`src/logic/video_pkg.sv`:
```
// Shared display timing, memory widths and renderer state for the tile renderer modules
package video_pkg;

  // 640x480 frame, counted in pixel clocks and lines
  localparam int H_TOTAL   = 800;
  localparam int V_TOTAL   = 525;
  localparam int H_VISIBLE = 640;
  localparam int V_VISIBLE = 480;

  // Horizontal sync window, active high
  localparam int H_SYNC_START = 656;
  localparam int H_SYNC_END   = 751;

  // Vertical sync window before the two-line scanout delay
  localparam int V_SYNC_START = 490;
  localparam int V_SYNC_END   = 491;

  // Pixels drawn per screen row at half resolution
  localparam int LINE_PIXELS = 320;
  localparam int NUM_LAYERS  = 2;

  // Screen counter width
  localparam int POS_WIDTH = 10;

  // Tilemap address is {layer, map row, map column}
  localparam int MAP_ADDR_WIDTH = 11;
  // Tilemap entry is the tile number only
  localparam int MAP_DATA_WIDTH = 8;

  // Two 8-bit palette indexes per VRAM word
  localparam int VRAM_DATA_WIDTH = 16;
  localparam int PAL_ADDR_WIDTH  = 8;

  // Red low byte, green middle byte, blue high byte
  localparam int COLOR_WIDTH = 24;

  // Half-select bit followed by the 9-bit x position
  localparam int LBUF_ADDR_WIDTH = 10;

  typedef enum logic [1:0] {
    RENDER_IDLE,
    RENDER_DECIDE,
    RENDER_DRAW
  } render_state_t;

endpackage

```
`src/logic/pixel_scanout.sv`:
```
// Reads the finished row back from the line buffer and drives doubled pixels and h_sync
`timescale 1ns/1ps

module pixel_scanout
  import video_pkg::*;
#(
  parameter int RGB_DEPTH = 18
) (
  input  logic                       clk,
  input  logic                       reset,
  input  logic [POS_WIDTH-1:0]       x_vis,
  input  logic [POS_WIDTH-1:0]       y_vis,
  input  logic                       h_blank,
  input  logic                       v_blank,
  input  logic                       h_sync,
  output logic                       lbuf_rd,
  output logic [LBUF_ADDR_WIDTH-1:0] lbuf_raddr,
  input  logic [COLOR_WIDTH-1:0]     lbuf_rdata,
  output logic                       h_sync_out,
  output logic [RGB_DEPTH-1:0]       rgb_out
);

  // Output bits per channel, and stored bits per channel
  localparam int CH_OUT = RGB_DEPTH / 3;
  localparam int CH_IN  = COLOR_WIDTH / 3;

  logic [1:0] h_sync_q;
  logic       blank_q;

  // Read only inside the visible window
  assign lbuf_rd = !(h_blank || v_blank);

  // Previous row sits in the half opposite the one being drawn
  // Dropping x bit 0 doubles each pixel across two clocks
  assign lbuf_raddr = {~y_vis[1], x_vis[POS_WIDTH-1:1]};

  // Sync takes two clocks, buffer read plus output register
  always_ff @(posedge clk or posedge reset) begin
    if (reset) begin
      h_sync_q <= '0;
    end else begin
      h_sync_q <= {h_sync_q[0], h_sync};
    end
  end

  assign h_sync_out = h_sync_q[1];

  // First blanking stage lines up with the read data
  // The rgb_out register below is the second
  always_ff @(posedge clk or posedge reset) begin
    if (reset) begin
      blank_q <= 1'b1;
    end else begin
      blank_q <= h_blank || v_blank;
    end
  end

  // Top bits of each channel, blue high and red low
  always_ff @(posedge clk or posedge reset) begin
    if (reset) begin
      rgb_out <= '0;
    end else if (blank_q) begin
      rgb_out <= '0;
    end else begin
      rgb_out <= {lbuf_rdata[3*CH_IN-1 -: CH_OUT],
                  lbuf_rdata[2*CH_IN-1 -: CH_OUT],
                  lbuf_rdata[CH_IN-1 -: CH_OUT]};
    end
  end

endmodule

```
`config.mk`:
```
export PLATFORM = sky130hd
export DESIGN_NAME = pixel_scanout
export DESIGN_NICKNAME = d
export VERILOG_FILES = /design/src/logic/video_pkg.sv /design/src/logic/pixel_scanout.sv
export SDC_FILE = /design/constraint.sdc
export NUM_CORES = 1
export LEC_CHECK = 0
export ABC_AREA = 1
export BUFFER_PORTS_ARGS = -buffer_cell sky130_fd_sc_hd__buf_2
export CELL_PAD_IN_SITES_DETAIL_PLACEMENT = 1
export CELL_PAD_IN_SITES_GLOBAL_PLACEMENT = 1
export CORE_MARGIN = 5
export CORE_UTILIZATION = 23
export DETAILED_ROUTE_END_ITERATION = 7
export PLACE_DENSITY = 0.79
export SETUP_SLACK_MARGIN = 0.2
export SYNTH_ARGS = -nofsm -noshare
export SYNTH_HDL_FRONTEND = slang
export SYNTH_SLANG_ARGS = --single-unit
```
`constraint.sdc`:
```
create_clock -name clk -period 1.18 [get_ports clk]
set_input_delay 0.236 -clock clk [delete_from_list [all_inputs] [get_ports clk]]
set_output_delay 0.236 -clock clk [all_outputs]
set_load 0.005 [all_outputs]
```
* Yosys cells after proc, flatten, opt, wreduce, memory -nomap -nowiden
Cells that the tools add are included.
** Storage, ports and cells
- Logic and storage cells :: 7
- Register bits :: 21
** Cells by class
- Reductions and logical operators :: 2
- Bitwise gates (word level) :: 1
- Multiplexer cells :: 1
** Operators by type and width (count)
- 18-bit 2-to-1 mux :: 1
- 1-bit logical NOT :: 1
- 1-bit logical OR :: 1
- 1-bit inverter :: 1

* Longest topological paths before layout
- Depth after elaboration :: 2
- Depth in mapped cells :: 3
- Gate-level depth less buffers :: 2

* Worst setup path before layout
No wires, ideal clock.
- Path type :: flip-flop to flip-flop
- Start point :: reg blank_q
- End point :: reg rgb_out[10]
- Arrival time :: 768 ps
- Setup slack :: 297 ps
- Required time :: 1065 ps
- Stages on the path, launching flop included :: 4
- Setup time :: 115 ps
- Path through :: dfstp_2 -> buf_6 -> buf_8 -> nor2_1
** On the way
- Word-level cells in the longest chain between the ends :: 1
** Ends and longest elaborated chain
- from (decl) :: line pixel_scanout.sv:28 : logic blank_q;
- from (signal assigned) :: line pixel_scanout.sv:54 : blank_q <= h_blank || v_blank;
- 18-bit 2-to-1 mux :: line pixel_scanout.sv:62 : end else if (blank_q) begin
- to (signal assigned) :: line pixel_scanout.sv:65 : rgb_out <= {lbuf_rdata[3*CH_IN-1 -: CH_OUT],
- to (decl) :: line pixel_scanout.sv:20 : output logic [RGB_DEPTH-1:0] rgb_out
No other way between the ends.

* Worst setup path in the final report
- Start point :: reg rgb_out[10]
- End point :: out rgb_out[10]
No word-level cell between the ends.

==> results.toml <==
[timing]
period_share_pct = 87.8
hold_viol = 0
fin_crit_ns = 1.04
drv_slew = 0
relSlewSlack_pct = 82.1
setup_viol = 0
final.setup.worst_slack_ns = 0.144
holdWs_ns = 0.0418
worst_slew_pin_slew_ns = 0.269
setup_tns_ns = 0
rsz0062_at_grt = "true"
clock_skew_ns = 0.00630
fmax_mhz = 966

[place]
place.gp.congestion = 0.639
dp_hpwl_um = 1310
dp_slack_ns = 0.204
port-buffer-count = 44

[drt]
firstDrtPassIters = 3
post-route-drc-count = 0
num_vias = 557
drt_iter0_drc = 12
viasPerCell = 3.50
routedWlPerCell_um = 10.5
wirelength_um = 1660
drtAntennaViolNets = 0

[floorplan]
coreArea_um2 = 3310
row_count = 21
start_util_pct = 23.5
pin_count = 79
fp.dieArea_um2 = 4650
chipWidth_um = 68.2
die_h_um = 68.2

[worst_setup_path]
critical_path.max_fanout = 1
cp_cell_sequence = "buf_2"
cp.depth = 1
cp.arrival_ns = 0.80
cp.buffers_inverters = 1
critical_path.endpoint_type = "output pin"
slowest_delay_ns = 0.39
setup.worst_path.start_class = "register"
r2r_cells = 1
worst-setup-path-type = "register to output pin"
crit_slowest_cell = "dfrtp_1"
critPathTopFamily = "flip-flops"
required_ns = 0.94

[clock_network]
cts_buffer_depth = 2
insertion_delay_ns = 0.30
cts_sinks = 21
htree_num_levels = 1
numCtsBuffers = 3
cts_tree = "done"
post_cts_buffers = 0
path_clk_slew_ns = 0.11
cts_root_buf = "clkbuf_4"

[power]
power.total_mw = 1.22
leakage_nw = 0.649
ir_drop_v = 0.000301
powerDensity_nw_per_um2 = 1210

[global_routing]
grt_pass1_vias = 625
grt_max_degree = 22
busiest_layer = "met2"
gr-usage-met1_pct = 7.76
grt_pass1_wl_um = 2600
met3_usage_pct = 2.63
gr-total-overflow = 0
track_usage_pct = 7.61
grt_util_met2_pct = 13.5
antenna_found_initial = 0

[synth]
syn-num-nets = 123
yosys.area.top_type = "dfrtp_1"
netlist.area_leader.share_pct = 64.3
yosysSeqAreaShare_pct = 67.7
syn_area_per_cell_um2 = 10.5
syn_inst = 74
synth-seq-cells = 21
yosys_warnings = 0
synth_cell_types = 8
synth_area_um2 = 778
synth.area.top_cells = "dfrtp_1, inv_1, nor2_1"

[layout]
drive_gt1_share_pct = 43.4
area_growth_pct = 29.7
final_core_util_pct = 30.5
fillers = 410
diodes = 0
fin_nets = 163

[flow_run]
cap_violations = 0

[worst_hold_path]
hp-class = "input pin to register"
whs_path_depth = 1

[outcome]
outcome = "finished, final reports clean"
[registers in the layout (all words and copies together), names as in the netlist]
signal    flops
blank_q       1
rgb_out      18
h_sync_q      2
[repair_timing]
action                     in CTS  in global routing
hold buffers                    1                  0
setup endpoints to repair      22                 20
hold endpoints to repair       20                  0
gates resized for setup         1                  0
[synth_stat cells]
cell / n
nor2_1: 19
inv_1: 22
buf_8: 1
buf_6: 1
nand2_1: 1
dfstp_2: 1
dfrtp_1: 20
buf_4: 9
[kinds of logic after synthesis]
| family | count (synthesis) | synth area share [%] |
|---|---|---|
| simple gates | 20 | 9.65 |
| flops | 21 | 67.7 |
| buf+inv | 33 | 22.7 |
[cell type report]
class                   count  area (um^2)  area share (%)
flip-flops and latches     21          531            52.5
repair buffers             46          238            23.5
inverters                  22         82.6            8.18
multi-input cells          20         75.1            7.43
well taps                  46         57.6            5.70
clock buffers               4         26.3            2.60
[per-layer routing]
layer  up-vias  part of all wire [%]
met3         4                    11
li1        268                     -
met4         0                   1.9
met2        27                    51
met5         -                     0
met1       258                    36
[where the power goes]
| group | total, mW | internal [mW] | switching, mW |
|---|---|---|---|
| clock | 0.344 | 0.131 | 0.213 |
| combinational | 0.116 | 0.0612 | 0.0544 |
| sequential | 0.764 | 0.750 | 0.0144 |
[worst paths after layout]
path / startpoint / endpoint / slack [ns]
setup / recovery: rgb_out[10] / rgb_out[10] / 0.14
hold / removal: h_sync / h_sync_q[0] / 0.04
setup reg to reg: blank_q / rgb_out[10] / 0.25
hold reg to reg: h_sync_q[0] / h_sync_q[1] / 0.36
max in group asynchronous: reset / blank_q / 0.41
min in group asynchronous: reset / rgb_out[6] / 0.50
[cells in the final DEF, fill, tap and decap left out]
cell	instances
dfrtp_1	20
inv_1	22
nand2_1	1
clkbuf_1	1
buf_2	44
buf_4	1
clkbuf_4	3
dlygate4sd3_1	1
nor2_1	19
dfstp_4	1
[per-stage QoR]
step / cells / instance area [um^2]
finish: 159 / 1010
global route: 159 / 1010
CTS: 159 / 1010
detailed placement: 154 / 970
global placement: 154 / 970
floorplan: 74 / 778
(Power assumes the default switching activity.)
