### src/logic/video_pkg.sv
// Shared display timing, memory widths and renderer state for the tile renderer modules
package video_pkg;

  // 640x480 frame, counted in pixel clocks and lines
  localparam int H_TOTAL   = 800;
  localparam int V_TOTAL   = 525;
  localparam int H_VISIBLE = 640;
  localparam int V_VISIBLE = 480;

  // Horizontal sync window, active high
  localparam int H_SYNC_START = 656;
  localparam int H_SYNC_END   = 751;

  // Vertical sync window before the two-line scanout delay
  localparam int V_SYNC_START = 490;
  localparam int V_SYNC_END   = 491;

  // Pixels drawn per screen row at half resolution
  localparam int LINE_PIXELS = 320;
  localparam int NUM_LAYERS  = 2;

  // Screen counter width
  localparam int POS_WIDTH = 10;

  // Tilemap address is {layer, map row, map column}
  localparam int MAP_ADDR_WIDTH = 11;
  // Tilemap entry is the tile number only
  localparam int MAP_DATA_WIDTH = 8;

  // Two 8-bit palette indexes per VRAM word
  localparam int VRAM_DATA_WIDTH = 16;
  localparam int PAL_ADDR_WIDTH  = 8;

  // Red low byte, green middle byte, blue high byte
  localparam int COLOR_WIDTH = 24;

  // Half-select bit followed by the 9-bit x position
  localparam int LBUF_ADDR_WIDTH = 10;

  typedef enum logic [1:0] {
    RENDER_IDLE,
    RENDER_DECIDE,
    RENDER_DRAW
  } render_state_t;

endpackage

### src/logic/line_renderer.sv
// Layer sequencer and fetch pipeline that draws one screen row of tiles into the line buffer
`timescale 1ns/1ps

module line_renderer
  import video_pkg::*;
#(
  parameter int VRAM_ADDR_WIDTH = 15
) (
  input  logic                       clk,
  input  logic                       reset,
  input  logic [POS_WIDTH-1:0]       h_pos,
  input  logic [POS_WIDTH-1:0]       y_vis,
  input  logic                       v_blank,
  input  logic [NUM_LAYERS-1:0]      layer_en,
  input  logic [8:0]                 scroll_x0,
  input  logic [8:0]                 scroll_y0,
  input  logic [8:0]                 scroll_x1,
  input  logic [8:0]                 scroll_y1,
  output logic [MAP_ADDR_WIDTH-1:0]  map_addr,
  input  logic [MAP_DATA_WIDTH-1:0]  map_data,
  output logic [VRAM_ADDR_WIDTH-1:0] vram_addr,
  input  logic [VRAM_DATA_WIDTH-1:0] vram_data,
  output logic [PAL_ADDR_WIDTH-1:0]  pal_addr,
  input  logic [COLOR_WIDTH-1:0]     pal_data,
  output logic                       lbuf_wr,
  output logic [LBUF_ADDR_WIDTH-1:0] lbuf_waddr,
  output logic [COLOR_WIDTH-1:0]     lbuf_wdata
);

  // Row and column width in half-resolution pixels
  localparam int RX_WIDTH = LBUF_ADDR_WIDTH - 1;

  render_state_t               state;
  logic                        layer;
  logic [RX_WIDTH-1:0]         render_x;
  logic [RX_WIDTH-1:0]         render_row;
  logic                        line_end;
  logic [RX_WIDTH-1:0]         scroll_x;
  logic [RX_WIDTH-1:0]         scroll_y;
  logic [RX_WIDTH-1:0]         world_x;
  logic [RX_WIDTH-1:0]         world_y;
  logic [PAL_ADDR_WIDTH-1:0]   pix_index;

  // Fetch stage 1, VRAM and palette address
  logic                        s1_valid;
  logic                        s1_layer;
  logic [3:0]                  s1_fine_x;
  logic [3:0]                  s1_fine_y;
  logic [LBUF_ADDR_WIDTH-1:0]  s1_waddr;

  // Fetch stage 2, line buffer write
  logic                        s2_valid;
  logic                        s2_transparent;
  logic [LBUF_ADDR_WIDTH-1:0]  s2_waddr;

  // Last clock of the second display line of the pair
  assign line_end = (h_pos == POS_WIDTH'(H_TOTAL - 1)) && y_vis[0];

  always_ff @(posedge clk or posedge reset) begin
    if (reset) begin
      state      <= RENDER_IDLE;
      layer      <= 1'b0;
      render_x   <= '0;
      render_row <= '0;
    end else begin
      case (state)
        RENDER_IDLE: begin
          // Start on the first clock of an even visible line
          if (h_pos == '0 && !v_blank && !y_vis[0]) begin
            state      <= RENDER_DECIDE;
            layer      <= 1'b0;
            render_row <= y_vis[POS_WIDTH-1:1];
          end
        end
        RENDER_DECIDE: begin
          render_x <= '0;
          if (line_end) begin
            state <= RENDER_IDLE;
          end else if (layer && !layer_en[1]) begin
            // Disabled layer 1 is skipped entirely
            state <= RENDER_IDLE;
          end else begin
            // Layer 0 always runs, a disabled one paints the backdrop
            state <= RENDER_DRAW;
          end
        end
        RENDER_DRAW: begin
          if (line_end) begin
            // Out of time, drop the rest of the row
            state <= RENDER_IDLE;
          end else if (render_x == RX_WIDTH'(LINE_PIXELS - 1)) begin
            if (layer) begin
              state <= RENDER_IDLE;
            end else begin
              layer <= 1'b1;
              state <= RENDER_DECIDE;
            end
          end else begin
            render_x <= render_x + 1'b1;
          end
        end
        default: state <= RENDER_IDLE;
      endcase
    end
  end

  // Per-layer scroll, world position wraps at 512
  assign scroll_x = layer ? scroll_x1 : scroll_x0;
  assign scroll_y = layer ? scroll_y1 : scroll_y0;
  assign world_x  = render_x + scroll_x;
  assign world_y  = render_row + scroll_y;

  // Screen position -> tilemap entry, data returns next clock
  assign map_addr = {layer, world_y[RX_WIDTH-1:4], world_x[RX_WIDTH-1:4]};

  always_ff @(posedge clk or posedge reset) begin
    if (reset) begin
      s1_valid <= 1'b0;
    end else begin
      s1_valid <= (state == RENDER_DRAW);
    end
  end

  // Fine position and target follow the tilemap read
  always_ff @(posedge clk) begin
    s1_layer  <= layer;
    s1_fine_x <= world_x[3:0];
    s1_fine_y <= world_y[3:0];
    s1_waddr  <= {render_row[0], render_x};
  end

  // Tile number -> VRAM word, read combinationally
  assign vram_addr = VRAM_ADDR_WIDTH'({map_data, s1_fine_y, s1_fine_x[3:1]});

  // Even pixel in the low byte, odd pixel in the high byte
  assign pix_index = s1_fine_x[0] ? vram_data[VRAM_DATA_WIDTH-1 -: PAL_ADDR_WIDTH]
                                  : vram_data[PAL_ADDR_WIDTH-1:0];

  // Disabled layer 0 forces palette entry 0
  assign pal_addr = (!s1_layer && !layer_en[0]) ? '0 : pix_index;

  always_ff @(posedge clk or posedge reset) begin
    if (reset) begin
      s2_valid       <= 1'b0;
      s2_transparent <= 1'b0;
    end else begin
      s2_valid       <= s1_valid;
      // Index 0 in layer 1 lets layer 0 show through
      s2_transparent <= s1_layer && (pal_addr == '0);
    end
  end

  always_ff @(posedge clk) begin
    s2_waddr <= s1_waddr;
  end

  // Palette color lands in the line buffer two clocks after the fetch
  assign lbuf_wr    = s2_valid && !s2_transparent;
  assign lbuf_waddr = s2_waddr;
  assign lbuf_wdata = pal_data;

endmodule

### config.mk
export PLATFORM = sky130hd
export DESIGN_NAME = line_renderer
export DESIGN_NICKNAME = d
export VERILOG_FILES = /design/src/logic/video_pkg.sv /design/src/logic/line_renderer.sv
export SDC_FILE = /design/constraint.sdc
export NUM_CORES = 1
export LEC_CHECK = 0
export BUFFER_PORTS_ARGS = -buffer_cell sky130_fd_sc_hd__buf_2
export CAP_MARGIN = 20
export CORE_ASPECT_RATIO = 1.5
export CORE_MARGIN = 2
export CORE_UTILIZATION = 45
export DETAILED_ROUTE_END_ITERATION = 12
export PLACE_DENSITY = 0.82
export SETUP_SLACK_MARGIN = 0.2
export SYNTH_ARGS = -nofsm -noshare
export SYNTH_HDL_FRONTEND = slang
export SYNTH_SLANG_ARGS = --single-unit
### constraint.sdc
create_clock -name clk -period 3.5 [get_ports clk]
set_input_delay 0.35 -clock clk [delete_from_list [all_inputs] [get_ports clk]]
set_output_delay 0.35 -clock clk [all_outputs]
set_load 0.02 [all_outputs]
Yosys cells after proc, flatten, opt, wreduce, memory -nomap -nowiden
Cells that the tools add are included.

Flip-flop bits (word level): 53. Word-level logic and storage cells: 64. Memories: 0. RAM bits: 0. Output and inout bits: 69. Bits in latches: 0. ROM bits: 0.

$lt $le $gt $ge: 0. Multipliers: 0. Equality and inequality tests: 9. Divide/modulo/power cells: 0. Bitwise operators: 0. Add/subtract/negate cells: 3. Muxes and demuxes: 18. Shift operators: 0. Reductions and logical operators: 22.

Operator list (count): $mux W9 (4); $add A9 B9 Y9 (2); $pmux W9 S2 (1); $mux W8 (2); $eq A10 B10 Y1 const B (1); $logic_not A10 Y1 (1); $mux W2 (5); $add A9 B1 Y9 const B (1); $eq A9 B9 Y1 const B (1); $logic_not A8 Y1 (1); $ne A2 B2 Y1 const B (4); $logic_and A1 B1 Y1 (7); $logic_not A1 Y1 (6); $pmux W2 S3 (1); $mux W1 (4); $reduce_and A2 Y1 (2); $reduce_and A4 Y1 (1); $reduce_bool A2 Y1 (2); $ne A3 B3 Y1 const B (1); $reduce_and A3 Y1 (1); $eq A2 B1 Y1 const B (1); $eq A2 B2 Y1 const B (1); $logic_not A2 Y1 (1); $pmux W1 S2 (1).

Longest topological paths before layout
Depth in word-level cells: 5. Gate-level depth with buffers: 10. Gate-level depth less buffers: 7.

Least setup slack after synthesis
OpenSTA, ideal clock, no wires.

Path type: reg2out. Start point: register layer. End point: output port map_addr[4]. Arrival: 2.696 ns. Setup slack: 0.454 ns. Cell stages (with the launch flop): 11. Cell sequence: dfrtp_1 -> buf_2 -> buf_2 -> mux2_2 -> ha_1 -> fa_1 -> a211oi_1 -> o21ai_1 -> a31oi_1 -> xnor2_1 -> buf_4.

Longest elaborated chain between the ends: 2.

Ends and longest elaborated chain: start, declared (line line_renderer.sv:34) `logic layer;`; start signal, assigned (line line_renderer.sv:62) `layer <= 1'b0;`; start signal, assigned (line line_renderer.sv:71) `layer <= 1'b0;`; start signal, assigned (line line_renderer.sv:95) `layer <= 1'b1;`; $mux W9 (line line_renderer.sv:108) `assign scroll_x = layer ? scroll_x1 : scroll_x0;`; $add A9 B9 Y9 (line line_renderer.sv:110) `assign world_x = render_x + scroll_x;`; end, declared (line line_renderer.sv:19) `output logic [MAP_ADDR_WIDTH-1:0] map_addr,`.

Every way passes these cells.

Worst setup path in the final report
Start point: register layer. End point: output port map_addr[9].

Longest elaborated chain between the ends: 2.

Ends and longest elaborated chain: $mux W9 (line line_renderer.sv:109) `assign scroll_y = layer ? scroll_y1 : scroll_y0;`; $add A9 B9 Y9 (line line_renderer.sv:111) `assign world_y = render_row + scroll_y;`.

Every way passes these cells.

==> results.ini <==
[logic_synthesis]
yosysMostFrequentCell=buf_4
ys_seq_area_frac=0.378
ys_ff_latch=53
synth_top_cell_by_area=dfrtp_1
synth_commonest_cells=47 x buf_4, 29 x dfxtp_1, 24 x dfrtp_1, 17 x ha_1, 13 x xnor2_1
ys.warnings.count=0
synth.distinct_cells=54
mappedNetlistArea_um2=3120
ys.flop_type=dfxtp_1
synth.avg_cell_area_um2=10.8
yosysTopAreaCellShare=0.192
synth_cells=288
synthesis.nets=416
synthArstFlopShare=0.453
synth_enable_flop_cells=0
yosys-top-cells-area=dfrtp_1 19%, dfxtp_1 19%, buf_4 11%, ha_1 6.8%, mux2i_1 3.8%

[timing]
finalHoldViolCount=0
relSlewSlack=0.387
timing.final.crit_period_ns=3.13
skew_ns=0.0139
fin_crit_sh=0.893
setup-tns-final_ns=0
fmax_mhz=320
slew_violations=0
setup_violations=0
worstMarginPinSlew_ns=0.918
rsz0062_at_grt=yes
whs_ns=0.228

[power_and_ir_drop]
clockPowerShare=0.196
p_leak_nw=1.75
p_switching_w=0.000695
power_w=0.00190
intPower_w=0.00120
power_density_nw_per_um2=537
seqPwrFrac=0.444
netSwitchingFraction=0.366
vdd_drop_max_mv=0.296
combinationalPowerShare=0.360

[clocking]
hold_buffers=0
cts_resized=0
cts_tree=done
path_clk_slew_ns=0.09
cts_setup_buffers=0
cts_buffer_depth=2
h-tree-depth=2
cts-root-buf=clkbuf_8
cts.sinks=53
clock_latency_ns=0.31
cts_buffers=5

[critical_path]
r2r_end=state[1]$_DFFE_PP0P_
cp-start-kind=flop
max_stage_delay_ns=0.45
crit_chain=buf_6 -> mux2_1 -> ha_1 -> fa_1 -> a211oi_2 -> o21ai_1 -> a31oi_1 -> xnor2_1 -> buf_2
critical_path.max_fanout=10
required_ns=3.15
worst-setup-path-type=reg2out
arrival_ns=2.78
critical_path.slowest_cell=fa_1
cp_top_family=adder cells
path_buf_inv=2
r2r_slack_ns=1.50
end_kind=output pin
reg2regPathDepth=5
r2r-start=render_x[1]$_DFFE_PP0P_

[route]
wl_per_cell_um=15.8
first_pass_iters=4
ant_nets=0
vias_per_cell=5.35
via_count=2340
wirelength_um=6880
drt-initial-drc-count=98
post-route-drc-count=0

[outcome]
run_status=complete, no violations

[placed_design]
place_hpwl_um=5500
port_buffers=113
place_congestion=0.826

[floorplanning]
num_io_pins=178
die_area_um2=7640
die_y_um=106
die_w_um=72.0
start_util=0.459
core-area_um2=6810
rows=37

[global_routing]
grt_pass1_wl_um=11200
overflow=0
grt_pass1_vias=2413
grt_start_max_net_pins=25
grtUsageTotal=0.186
antenna_found_initial=1

[cells_and_area]
drive_above_1_share=0.419
areaGrowthSynthToFinish_pct=13.0
finalNetCount=485

[hold_path]
hp-class=in2async

[run]
maxCapViolCount=0

==> worst max path at each step <==
stage	from	endpoint	depth (start not counted)
finish	layer$_DFFE_PP0P_	map_addr[9]	9
global route	layer$_DFFE_PP0P_	map_addr[9]	9
CTS	layer$_DFFE_PP0P_	map_addr[9]	9
detailed placement	layer$_DFFE_PP0P_	map_addr[9]	9
global placement	layer$_DFFE_PP0P_	map_addr[4]	8
floorplan	layer$_DFFE_PP0P_	map_addr[4]	10
==> layer usage <==
| layer | GRT usage | up-vias | part of all wire |
|---|---|---|---|
| li1 | - | 1127 | - |
| met1 | 0.205 | 1093 | 0.37 |
| met2 | 0.319 | 84 | 0.52 |
| met3 | 0.0370 | 36 | 0.058 |
| met4 | 0.116 | 0 | 0.053 |
| met5 | 0 | - | 0 |
==> cell usage in the layout, fill, tap and decap left out, types with 9 or more instances in the layout <==
master	n
a21oi_1	10
dfrtp_1	24
ha_1	17
xnor2_1	13
nand2_1	9
nor2_1	11
mux2_1	9
dfxtp_1	29
mux2i_1	12
buf_2	113
==> stage by stage <==
step	utilization	std cells	cell area [um^2]	worst slack, ns
after floorplan	-	288	3120	0.454
after global placement	0.501	428	3410	0.651
after detailed placement	0.501	428	3410	0.605
after CTS	0.516	436	3510	0.256
after global routing	0.519	437	3530	0.186
final	0.519	437	3530	0.373
==> sequential cells by signal, indices dropped and copies added, names as in the netlist <==
register,count
lbuf_waddr,10
s1_waddr,10
render_row,9
render_x,9
s1_fine_x,4
s1_fine_y,4
state,2
layer,1
s1_layer,1
s1_valid,1
s2_transparent,1
s2_valid,1
==> cell type report <==
class,count,area (um^2)
antenna,1,2.50
multi-input combinational,177,1540
fill,618,3280
clock buffer,7,96.3
tap,78,97.6
sequential,53,1180
inverter,5,18.8
clock inverter,1,5.00
timing repair buffer,115,588
==> cell families (layout without fill, tap and decap cells) <==
family	Yosys count	in the layout	share of synthesized area
other	0	1	0
muxes	37	37	0.138
xor gates and xnor gates	15	15	0.0421
and+or+nand+nor	51	51	0.103
buffers and inverters	58	128	0.132
adders and majority gates	19	19	0.0809
AOI/OAI and AO/OA	55	55	0.126
DFF	53	53	0.378
==> power by group through the flow <==
stage	registers [W]	logic, W	clock network [W]
after detailed placement	0.000854	0.000677	0
after floorplan	0.000835	0.000603	0
after global placement	0.000853	0.000668	0
final	0.000842	0.000682	0.000373
after CTS	0.000844	0.000680	0.000391
after global routing	0.000861	0.000743	0.000412
==> worst reg2reg max path, delay by kind of cell (launching register included) <==
| kind | cells | cell delay [ns] |
|---|---|---|
| flops | 1 | 0.49 |
| compound gates | 1 | 0.13 |
| fa+ha+maj | 1 | 0.23 |
| simple gates | 3 | 1.01 |
No activity file was read; power rests on OpenSTA's default activity.
