### config.mk
export PLATFORM = sky130hd
export DESIGN_NAME = display_timing
export DESIGN_NICKNAME = d
export VERILOG_FILES = /design/src/logic/video_pkg.sv /design/src/logic/display_timing.sv
export SDC_FILE = /design/constraint.sdc
export NUM_CORES = 1
export LEC_CHECK = 0
export BUFFER_PORTS_ARGS = -buffer_cell sky130_fd_sc_hd__buf_2
export CORE_ASPECT_RATIO = 0.7
export CORE_MARGIN = 4
export CORE_UTILIZATION = 49
export DETAILED_ROUTE_END_ITERATION = 12
export PLACE_DENSITY = 0.8
export SKIP_CTS_REPAIR_TIMING = 1
export SYNTH_ARGS = -nofsm -noshare
export SYNTH_HDL_FRONTEND = slang
export SYNTH_SLANG_ARGS = --single-unit
### constraint.sdc
create_clock -name clk -period 2.3 [get_ports clk]
set_clock_uncertainty 0.2 [all_clocks]
set_input_delay 0.115 -clock clk [delete_from_list [all_inputs] [get_ports clk]]
set_output_delay 0.115 -clock clk [all_outputs]
set_load 0.02 [all_outputs]
### src/logic/video_pkg.sv
// Shared display timing, memory widths and renderer state for the tile renderer modules
package video_pkg;

  // 640x480 frame, counted in pixel clocks and lines
  localparam int H_TOTAL   = 800;
  localparam int V_TOTAL   = 525;
  localparam int H_VISIBLE = 640;
  localparam int V_VISIBLE = 480;

  // Horizontal sync window, active high
  localparam int H_SYNC_START = 656;
  localparam int H_SYNC_END   = 751;

  // Vertical sync window before the two-line scanout delay
  localparam int V_SYNC_START = 490;
  localparam int V_SYNC_END   = 491;

  // Pixels drawn per screen row at half resolution
  localparam int LINE_PIXELS = 320;
  localparam int NUM_LAYERS  = 2;

  // Screen counter width
  localparam int POS_WIDTH = 10;

  // Tilemap address is {layer, map row, map column}
  localparam int MAP_ADDR_WIDTH = 11;
  // Tilemap entry is the tile number only
  localparam int MAP_DATA_WIDTH = 8;

  // Two 8-bit palette indexes per VRAM word
  localparam int VRAM_DATA_WIDTH = 16;
  localparam int PAL_ADDR_WIDTH  = 8;

  // Red low byte, green middle byte, blue high byte
  localparam int COLOR_WIDTH = 24;

  // Half-select bit followed by the 9-bit x position
  localparam int LBUF_ADDR_WIDTH = 10;

  typedef enum logic [1:0] {
    RENDER_IDLE,
    RENDER_DECIDE,
    RENDER_DRAW
  } render_state_t;

endpackage

### src/logic/display_timing.sv
// Frame position counter that decodes sync, blanking and visible position for the renderer
`timescale 1ns/1ps

module display_timing
  import video_pkg::*;
(
  input  logic                 clk,
  input  logic                 reset,
  output logic [POS_WIDTH-1:0] h_pos,
  output logic [POS_WIDTH-1:0] v_pos,
  output logic [POS_WIDTH-1:0] x_vis,
  output logic [POS_WIDTH-1:0] y_vis,
  output logic                 h_blank,
  output logic                 v_blank,
  output logic                 h_sync,
  output logic                 v_sync_late
);

  logic h_wrap;
  logic v_wrap;

  // End of line and end of frame
  assign h_wrap = (h_pos == POS_WIDTH'(H_TOTAL - 1));
  assign v_wrap = (v_pos == POS_WIDTH'(V_TOTAL - 1));

  // Pixel counter, steps every clock
  always_ff @(posedge clk or posedge reset) begin
    if (reset) begin
      h_pos <= '0;
    end else if (h_wrap) begin
      h_pos <= '0;
    end else begin
      h_pos <= h_pos + 1'b1;
    end
  end

  // Line counter, steps on each horizontal wrap
  always_ff @(posedge clk or posedge reset) begin
    if (reset) begin
      v_pos <= '0;
    end else if (h_wrap) begin
      if (v_wrap) begin
        v_pos <= '0;
      end else begin
        v_pos <= v_pos + 1'b1;
      end
    end
  end

  // Blanking outside the 640x480 window
  assign h_blank = (h_pos >= POS_WIDTH'(H_VISIBLE));
  assign v_blank = (v_pos >= POS_WIDTH'(V_VISIBLE));

  // Visible position, held at 0 while blanked
  assign x_vis = h_blank ? '0 : h_pos;
  assign y_vis = v_blank ? '0 : v_pos;

  assign h_sync = (h_pos >= POS_WIDTH'(H_SYNC_START)) && (h_pos <= POS_WIDTH'(H_SYNC_END));

  // Sync window moved down two lines to match the line buffer latency
  assign v_sync_late = (v_pos >= POS_WIDTH'(V_SYNC_START + 2)) &&
                       (v_pos <= POS_WIDTH'(V_SYNC_END + 2));

endmodule

After elaboration in Yosys (flattened, before gate mapping). Index checks and enable logic that the tools add are counted.

Magnitude comparators: 6. Eq/ne operators: 2. Muxes and demuxes: 4. Shift-type cells: 0. Add/subtract/negate cells: 2. Bitwise gates (word level): 0. Reductions and logical operators: 2. Multipliers: 0. Divide/modulo/power cells: 0.

Operators by type and width (count): $mux W10 (4); $add A10 B1 Y10 const B (2); $eq A10 B10 Y1 const B (2); $ge A10 B10 Y1 const B (2); $ge A10 B9 Y1 const B (2); $le A10 B10 Y1 const B (1); $le A10 B9 Y1 const B (1); $logic_and A1 B1 Y1 (2).

Word-level logic and storage cells: 18. Bits in latches: 0. Output and inout bits: 44. Input bits: 2. Memory bits (writable): 0. Register bits: 20. Memories: 0. Bits in read-only memories: 0.

Longest topological paths before layout. Gate-level depths: netlist of the first run.

Depth in word-level cells: 2. Mapped depth: 6. Mapped depth without buffers: 6.

Least setup slack after synthesis of the first run. No wires, ideal clock.

Kind: reg-to-output. Start: register v_pos[0]. End: output port v_sync_late. Setup slack: -19 ps. Stages on the path, launching flop included: 5. Data arrival time: 2004 ps. Data required time: 1985 ps. Buffers on the path: 0. Cell sequence: dfrtp_1 inv_1 ha_1 nand2b_1 a2111oi_0.

Longest elaborated chain between the ends: 2. Elaborated cells on any way between the ends: 3. Classes of those cells: order compare (2); reduce/logical (1).

RTL lines: start, declared (RTL line display_timing.sv:10) `output logic [POS_WIDTH-1:0] v_pos,`; start signal, assigned (RTL line display_timing.sv:45) `v_pos <= v_pos + 1'b1;`; $ge A10 B9 Y1 / $le A10 B9 Y1 (equally long branches) (RTL line display_timing.sv:61, display_timing.sv:62); $logic_and A1 B1 Y1 (*) (RTL line display_timing.sv:61) `assign v_sync_late = (v_pos >= POS_WIDTH'(V_SYNC_START + 2)) &&`; end, declared (RTL line display_timing.sv:16) `output logic v_sync_late`.

Every way passes the cells marked *; elsewhere a longest branch is shown, timed or not.

Final worst setup path of the first run.
Start: register h_pos[0]. End: register v_pos[9].

Longest elaborated chain between the ends: 1.

RTL lines: start, declared (RTL line display_timing.sv:9) `output logic [POS_WIDTH-1:0] h_pos,`; start signal, assigned (RTL line display_timing.sv:33) `h_pos <= h_pos + 1'b1;`; $eq A10 B10 Y1 (RTL line display_timing.sv:23) `assign h_wrap = (h_pos == POS_WIDTH'(H_TOTAL - 1));`.

No other way between the ends. A chain may end at the register's enable or synchronous reset.

==> summary.txt, run 1 <==
Outcome
  • Outcome: finished, final reports clean

Yosys
  • Synth Area in Simple Gates: 30.1%
  • Compound-cell area share of the yosys netlist: 9.72%
  • Synth async-reset ratio: 100%
  • Post-Syn Nets: 139
  • Main area contributors after synthesis: dfrtp_1 (40%), and2_1 (6.0%), ha_1 (6.0%), xor2_1 (4.2%), nor2_1 (3.3%)
  • Mapped Cells: 131
  • Largest family of logic cells by synthesized area: simple AND/OR/NAND/NOR gates
  • Post-Synth Adder-Cell Area: 5.95%
  • Share of the synthesized area in the top cell type: 39.7%
  • Flops & latches, synth: 20
  • Post-synth EDFFs: 0
  • Ys Warns: 0
  • Mapped Avg Cell Area: 9.63 µm²
  • Post-Synth XOR/XNOR Area: 6.94%
  • Synthesized cell area: 1260 µm²
  • Synth area leader: dfrtp_1
  • Mux cell area share after synthesis: 1.79%
  • Yosys cell types: 42
  • Seq/Total Area, Yosys: 39.7%
  • Top_reg_cell synth: dfrtp_1

GRT
  • Met2 Resource Use GR: 27.7%
  • GR Overflow Total: 0
  • Largest net degree at the start of global routing: 21
  • All-Layer GR Usage: 18.1%
  • Vias in the first global route: 1,012
  • Initial antenna violation count: 0
  • GR peak layer: met2
  • Global-route wire length before repair: 4730 µm
  • GRT met1 Usage: 24.2%
  • Met3 usage: 4.47%

Cells and area
  • Design area: 1550 µm²
  • Ratio of cells with drive above 1 in the final layout: 35.6%
  • Ant diodes: 0
  • Final core utilization: 63.0%
  • Fill cells: 214
  • Area growth, synth to finish: 22.7%
  • NumNets Final: 184

Clocking
  • H-Tree Level Count: 1
  • CTS Buf Count: 3
  • CTS root buffer: clkbuf_8
  • CTS tree: done
  • Clock Tree Buf Depth: 2
  • Clock transition at the registers of the reported paths: 0.07 ns
  • CTS Sinks: 20
  • Worst-skew pair later-pin latency: 0.26 ns

Worst setup path
  • Critical path type: register to register
  • Critical Path Max Stage Delay: 0.54 ns
  • Reg2Reg Capture Point: v_pos[9]
  • CP Capture Type: register
  • R2r setup slk: 0.14 ns
  • CP Data Required Time: 2.28 ns
  • Worst r2r src: h_pos[0]
  • CP Cell Sequence: ha_1, and4_4, nand4b_4, or4_1, a22oi_1
  • CP startpoint kind: register
  • Crit path depth: 5
  • Worst setup path start: h_pos[0]
  • Arrival time worst endpoint: 2.14 ns
  • WP buf/inv: 0
  • Slowest CP cell: or4_1
  • Cells on worst reg2reg path: 5
  • Critical path's top delay family: simple AND/OR/NAND/NOR gates
  • CP Max Fanout: 9

Die
  • Num ports: 46
  • Core area: 2460 µm²
  • Chip Width: 68.6 µm
  • FP Rows: 15
  • Starting density of the core: 51.3%
  • Total die area: 3460 µm²
  • Die Y: 50.4 µm

Timing
  • Hold Fails Final Rpt: 0
  • Min Clock Period, post-route: 2.16 ns
  • Slew margin rel.: 50.1%
  • RSZ-0062 raised after global routing: false
  • Final Slew Violations: 0
  • Setup-failing EPs final: 0
  • Worst-Margin Slew: 0.747 ns
  • Fmax: 0.463 GHz
  • Fin crit share: 93.9%
  • Fin Setup TNS: 0 ns

Routing
  • Initial DRT Pass Iterations: 4
  • DR WL/cell: 14.0 µm
  • Starting DRC count in detailed routing: 63
  • Drt total wl: 2920 µm
  • Via count: 1,131
  • Residual DRC: 0
  • Post-DRT Antenna Nets: 0
  • Vias per cell: 5.44

Hold path
  • Tightest Hold Check Type: input pin to asynchronous set/reset pin

Placed design
  • Gpl congestion: 0.846
  • Cell area after placement: 1500 µm²
  • # port buffers: 44
  • HPWL Detailed: 2240 µm

Pwr
  • Pleak: 0.000867 µW
  • Total power: 585 µW
  • Maximum vdd ir drop: 0.000282 V
  • Cell area power density: 378 nW/µm²

Job
  • Max-capacitance violation count: 0
==> metal layers <==
metal | part of all wire [%] | wire length (µm)
met4 | 0.89 | 26
met1 | 44 | 1300
met2 | 48 | 1390
met5 | 0 | 0
met3 | 7.1 | 206
==> cell usage in the layout (no fill, tap or decap), types with 2 or more instances in the layout <==
| cell | instances |
|---|---|
| nand2_1 | 7 |
| and2_2 | 2 |
| clkbuf_8 | 3 |
| buf_2 | 44 |
| nor3_1 | 3 |
| inv_1 | 7 |
| mux2_2 | 2 |
| and2b_2 | 2 |
| and2_1 | 12 |
| ha_1 | 6 |
| a31oi_1 | 2 |
| o21ai_0 | 4 |
| dfrtp_1 | 20 |
| nor2_1 | 11 |
| xor2_1 | 6 |
| and3_1 | 3 |
| xnor2_1 | 4 |
| nand4_1 | 4 |
| a21oi_1 | 3 |
| buf_4 | 2 |
| nand3_1 | 6 |
==> cell type report <==
class                           instances  area, µm²  share of cell area (%)
Clock buffer                            3       41.3                    2.67
Timing Repair Buffer                   47        245                    15.8
Inverter                                7       26.3                    1.70
Sequential cell                        20        500                    32.3
Multi-Input combinational cell         97        692                    44.7
Tap cell                               34       42.5                    2.75
==> state kept, by name (all words and copies together), names as in the netlist <==
signal / cells
v_pos: 10
h_pos: 10
==> through the flow <==
stage	std cells	setup WS (ns)	hold WS, ns
after floorplan	131	0.194	-0.121
after global placement	204	0.281	0.0734
after detailed placement	204	0.156	0.0849
after CTS	207	0.138	-0.196
after global routing	208	0.0415	0.370
final	208	0.140	0.325
==> cells in the mapped netlist (3+ instances only) <==
master and count:
and2_1 12, nor3_1 3, a21oi_1 3, inv_1 7, ha_1 6, xnor2_1 4
nor2_1 11, nand4_1 4, nand3_1 6, nand2_1 7, o21ai_0 4, and3_1 3
xor2_1 6, dfrtp_1 20
==> worst max path at each step <==
stage,slack (ns),to
after detailed placement,0.16,v_pos[9]
after global placement,0.28,v_pos[9]
after floorplan,0.19,v_pos[9]
after global routing,0.04,y_vis[0]
after CTS,0.14,v_pos[9]
final,0.14,v_pos[9]
==> tightest hold or removal path: cells and delay by family <==
kind     cells  cell delay [ns]
buf+inv      3             1.18
==> cell families (layout without fill, tap and decap cells) <==
logic type               count (synthesis)  in the layout
flip-flops                              20             20
buffers and inverters                   14             57
XOR/XNOR                                10             10
other                                    1              1
AND/OR/NAND/NOR                         60             60
AO/OA/AOI/OAI                           18             18
adder cells (fa/ha/maj)                  6              6
multiplexers                             2              2
==> power breakdown <==
group          internal (µW)  leakage [µW]  total (µW)  switching (µW)
Sequential               352      0.000265         352               0
Clock                    117     0.0000216         223             106
Combinational           1.78      0.000581        10.0            8.27
Total                    470      0.000867         585             115
No activity file was read; power rests on OpenSTA's default activity.
==> run 2: changes to the inputs <==
--- a/config.mk
+++ b/config.mk
@@ -10,8 +10,7 @@
 export CORE_MARGIN = 4
 export CORE_UTILIZATION = 49
 export DETAILED_ROUTE_END_ITERATION = 12
-export PLACE_DENSITY = 0.8
-export SKIP_CTS_REPAIR_TIMING = 1
+export PLACE_DENSITY = 0.88
 export SYNTH_ARGS = -nofsm -noshare
 export SYNTH_HDL_FRONTEND = slang
 export SYNTH_SLANG_ARGS = --single-unit
==> run 2 against run 1 <==
Register-to-register slack gained 0.03 ns. Die area is the same. Fmax grew 1.6%. Wire length grew 4.0%. Sequential power is essentially flat. Final area shrank 0.48%. Sequential cell count is the same. Highest routed layer unchanged. Clock-buffer cell count is the same. Non-clock buffer count shrank 1. Combinational power is essentially flat.
==> summary.txt, run 2 (synthesized netlist as in run 1, its figures left out) <==
Outcome
  • Outcome: finished, final reports clean

Clocking
  • CTS tree: done
  • CTS Buf Count: 3
  • CTS root buffer: clkbuf_8
  • H-Tree Level Count: 1
  • Clock transition at the registers of the reported paths: 0.07 ns
  • Clock Tree Buf Depth: 2
  • Worst-skew pair later-pin latency: 0.25 ns
  • Setup Fix Bufs, Post-CTS: 0
  • CTS Sinks: 20

GRT
  • All-Layer GR Usage: 19.0%
  • Vias in the first global route: 1,013
  • Global-route wire length before repair: 4930 µm
  • Initial antenna violation count: 0
  • GR Overflow Total: 0
  • Largest net degree at the start of global routing: 21

Timing
  • Fin crit share: 92.4%
  • Worst-Margin Slew: 0.751 ns
  • Setup-failing EPs final: 0
  • Setup WS post-layout: 0.174 ns
  • Fin Setup TNS: 0 ns
  • Final Slew Violations: 0
  • WHS: 0.334 ns
  • RSZ-0062 raised after global routing: false
  • Min Clock Period, post-route: 2.13 ns
  • Fmax: 0.470 GHz
  • Hold Fails Final Rpt: 0
  • Slew margin rel.: 49.9%

Pwr
  • NetSw: 109 µW
  • Pleak: 0.000862 µW
  • Maximum vdd ir drop: 0.000312 V
  • Reg power frac: 60.7%
  • Cell area power density: 376 nW/µm²
  • Clk pwr share: 37.5%
  • Sw Share: 18.9%
  • Total power: 579 µW
  • Combinational Power Share: 1.7%
  • Pint: 470 µW

Die
  • Chip Width: 68.6 µm
  • Num ports: 46
  • Starting density of the core: 51.3%
  • Total die area: 3460 µm²
  • FP Rows: 15
  • Core area: 2460 µm²
  • Die Y: 50.4 µm

Cells and area
  • NumNets Final: 183
  • Sequential cell area: 500 µm²
  • Area of the multi-input gates: 692 µm²
  • Ratio of cells with drive above 1 in the final layout: 35.3%
  • Ant diodes: 0
  • Finished Layout Cells: 207
  • Most common cell after layout, fill and taps aside: buf_2
  • Top Registers: h_pos (10), v_pos (10)
  • Fill cells: 204
  • Commonest non-fill, non-tap cells in the layout: buf_2 (44), dfrtp_1 (20), and2_1 (12), nor2_1 (11)
  • Area growth, synth to finish: 22.1%

Worst setup path
  • CP Data Required Time: 2.27 ns
  • Cells on worst reg2reg path: 5
  • CP startpoint kind: register
  • CP Capture Type: register
  • CP Max Fanout: 9
  • Arrival time worst endpoint: 2.10 ns
  • Critical path type: register to register
  • R2r setup slk: 0.17 ns
  • Worst r2r src: h_pos[0]
  • Reg2Reg Capture Point: v_pos[9]
  • Worst setup path start: h_pos[0]
  • Worst setup path end: v_pos[9]

Routing
  • DR WL/cell: 14.6 µm
  • Via count: 1,111
  • Vias per cell: 5.37
  • Post-DRT Antenna Nets: 0
  • Residual DRC: 0
  • Initial DRT Pass Iterations: 4
  • Drt total wl: 3030 µm
  • Starting DRC count in detailed routing: 39

Placed design
  • HPWL Detailed: 2270 µm
  • Placed cells: 203
  • Gpl congestion: 0.838
  • # port buffers: 44
  • Post-Place Worst Slack: 0.196 ns

Hold path
  • Tightest Hold Check Type: input pin to asynchronous set/reset pin

Job
  • Max-capacitance violation count: 0
[run 2: cell count changes in the layout (fill, tap and decap cells not counted)]
cell     change
o21ai_1      +1
buf_4        -1
o21ai_0      -1
[run 2: critical path: stages, from the launching register on]
cell and delay [ns]:
dfrtp_1 0.46, ha_1 0.25, and4_4 0.28, nand4b_4 0.17
or4_1 0.53, a22oi_1 0.16
[run 2: repair_timing]
item	4_1_cts	5_1_grt
setup endpoints to repair	0	2
hold endpoints to repair	20	0
resized for setup	0	1
hold buffers	1	0
[run 2: through the flow]
step	area [µm²]	util, %
final	1540	62.6
after floorplan	1260	-
after global routing	1540	62.6
after detailed placement	1490	60.6
after global placement	1490	60.6
after CTS	1540	62.6
[run 2: how the worst min path moves through the flow]
stage	endpoint	slack (ns)	cells after the start
final	v_pos[6]	0.33	3
after global routing	v_pos[5]	0.40	3
after CTS	v_pos[7]	0.35	3
after detailed placement	v_pos[7]	0.08	2
after global placement	v_pos[7]	0.07	2
after floorplan	h_pos[0]	-0.12	1
[run 2: per-layer routing]
layer	vias up	track usage (%)	routed length (µm)
met5	-	0	0
met4	0	7.92	82
met3	8	5.15	134
met2	35	27.7	1420
met1	535	26.2	1390
li1	533	-	-
[run 2: area by class of cell]
| cell class | instances | area share (%) |
|---|---|---|
| Inverter | 7 | 1.71 |
| Tap cell | 34 | 2.76 |
| Multi-Input combinational cell | 97 | 44.9 |
| Sequential cell | 20 | 32.5 |
| Timing Repair Buffer | 46 | 15.4 |
| Clock buffer | 3 | 2.68 |
[run 2: power groups by stage]
stage / registers [µW] / clock network, µW / logic [µW]
floorplan: 358 / 0 / 7.99
global placement: 358 / 0 / 9.04
detailed placement: 358 / 0 / 9.25
CTS: 352 / 224 / 10.5
global route: 351 / 240 / 11.7
finish: 352 / 217 / 10.1
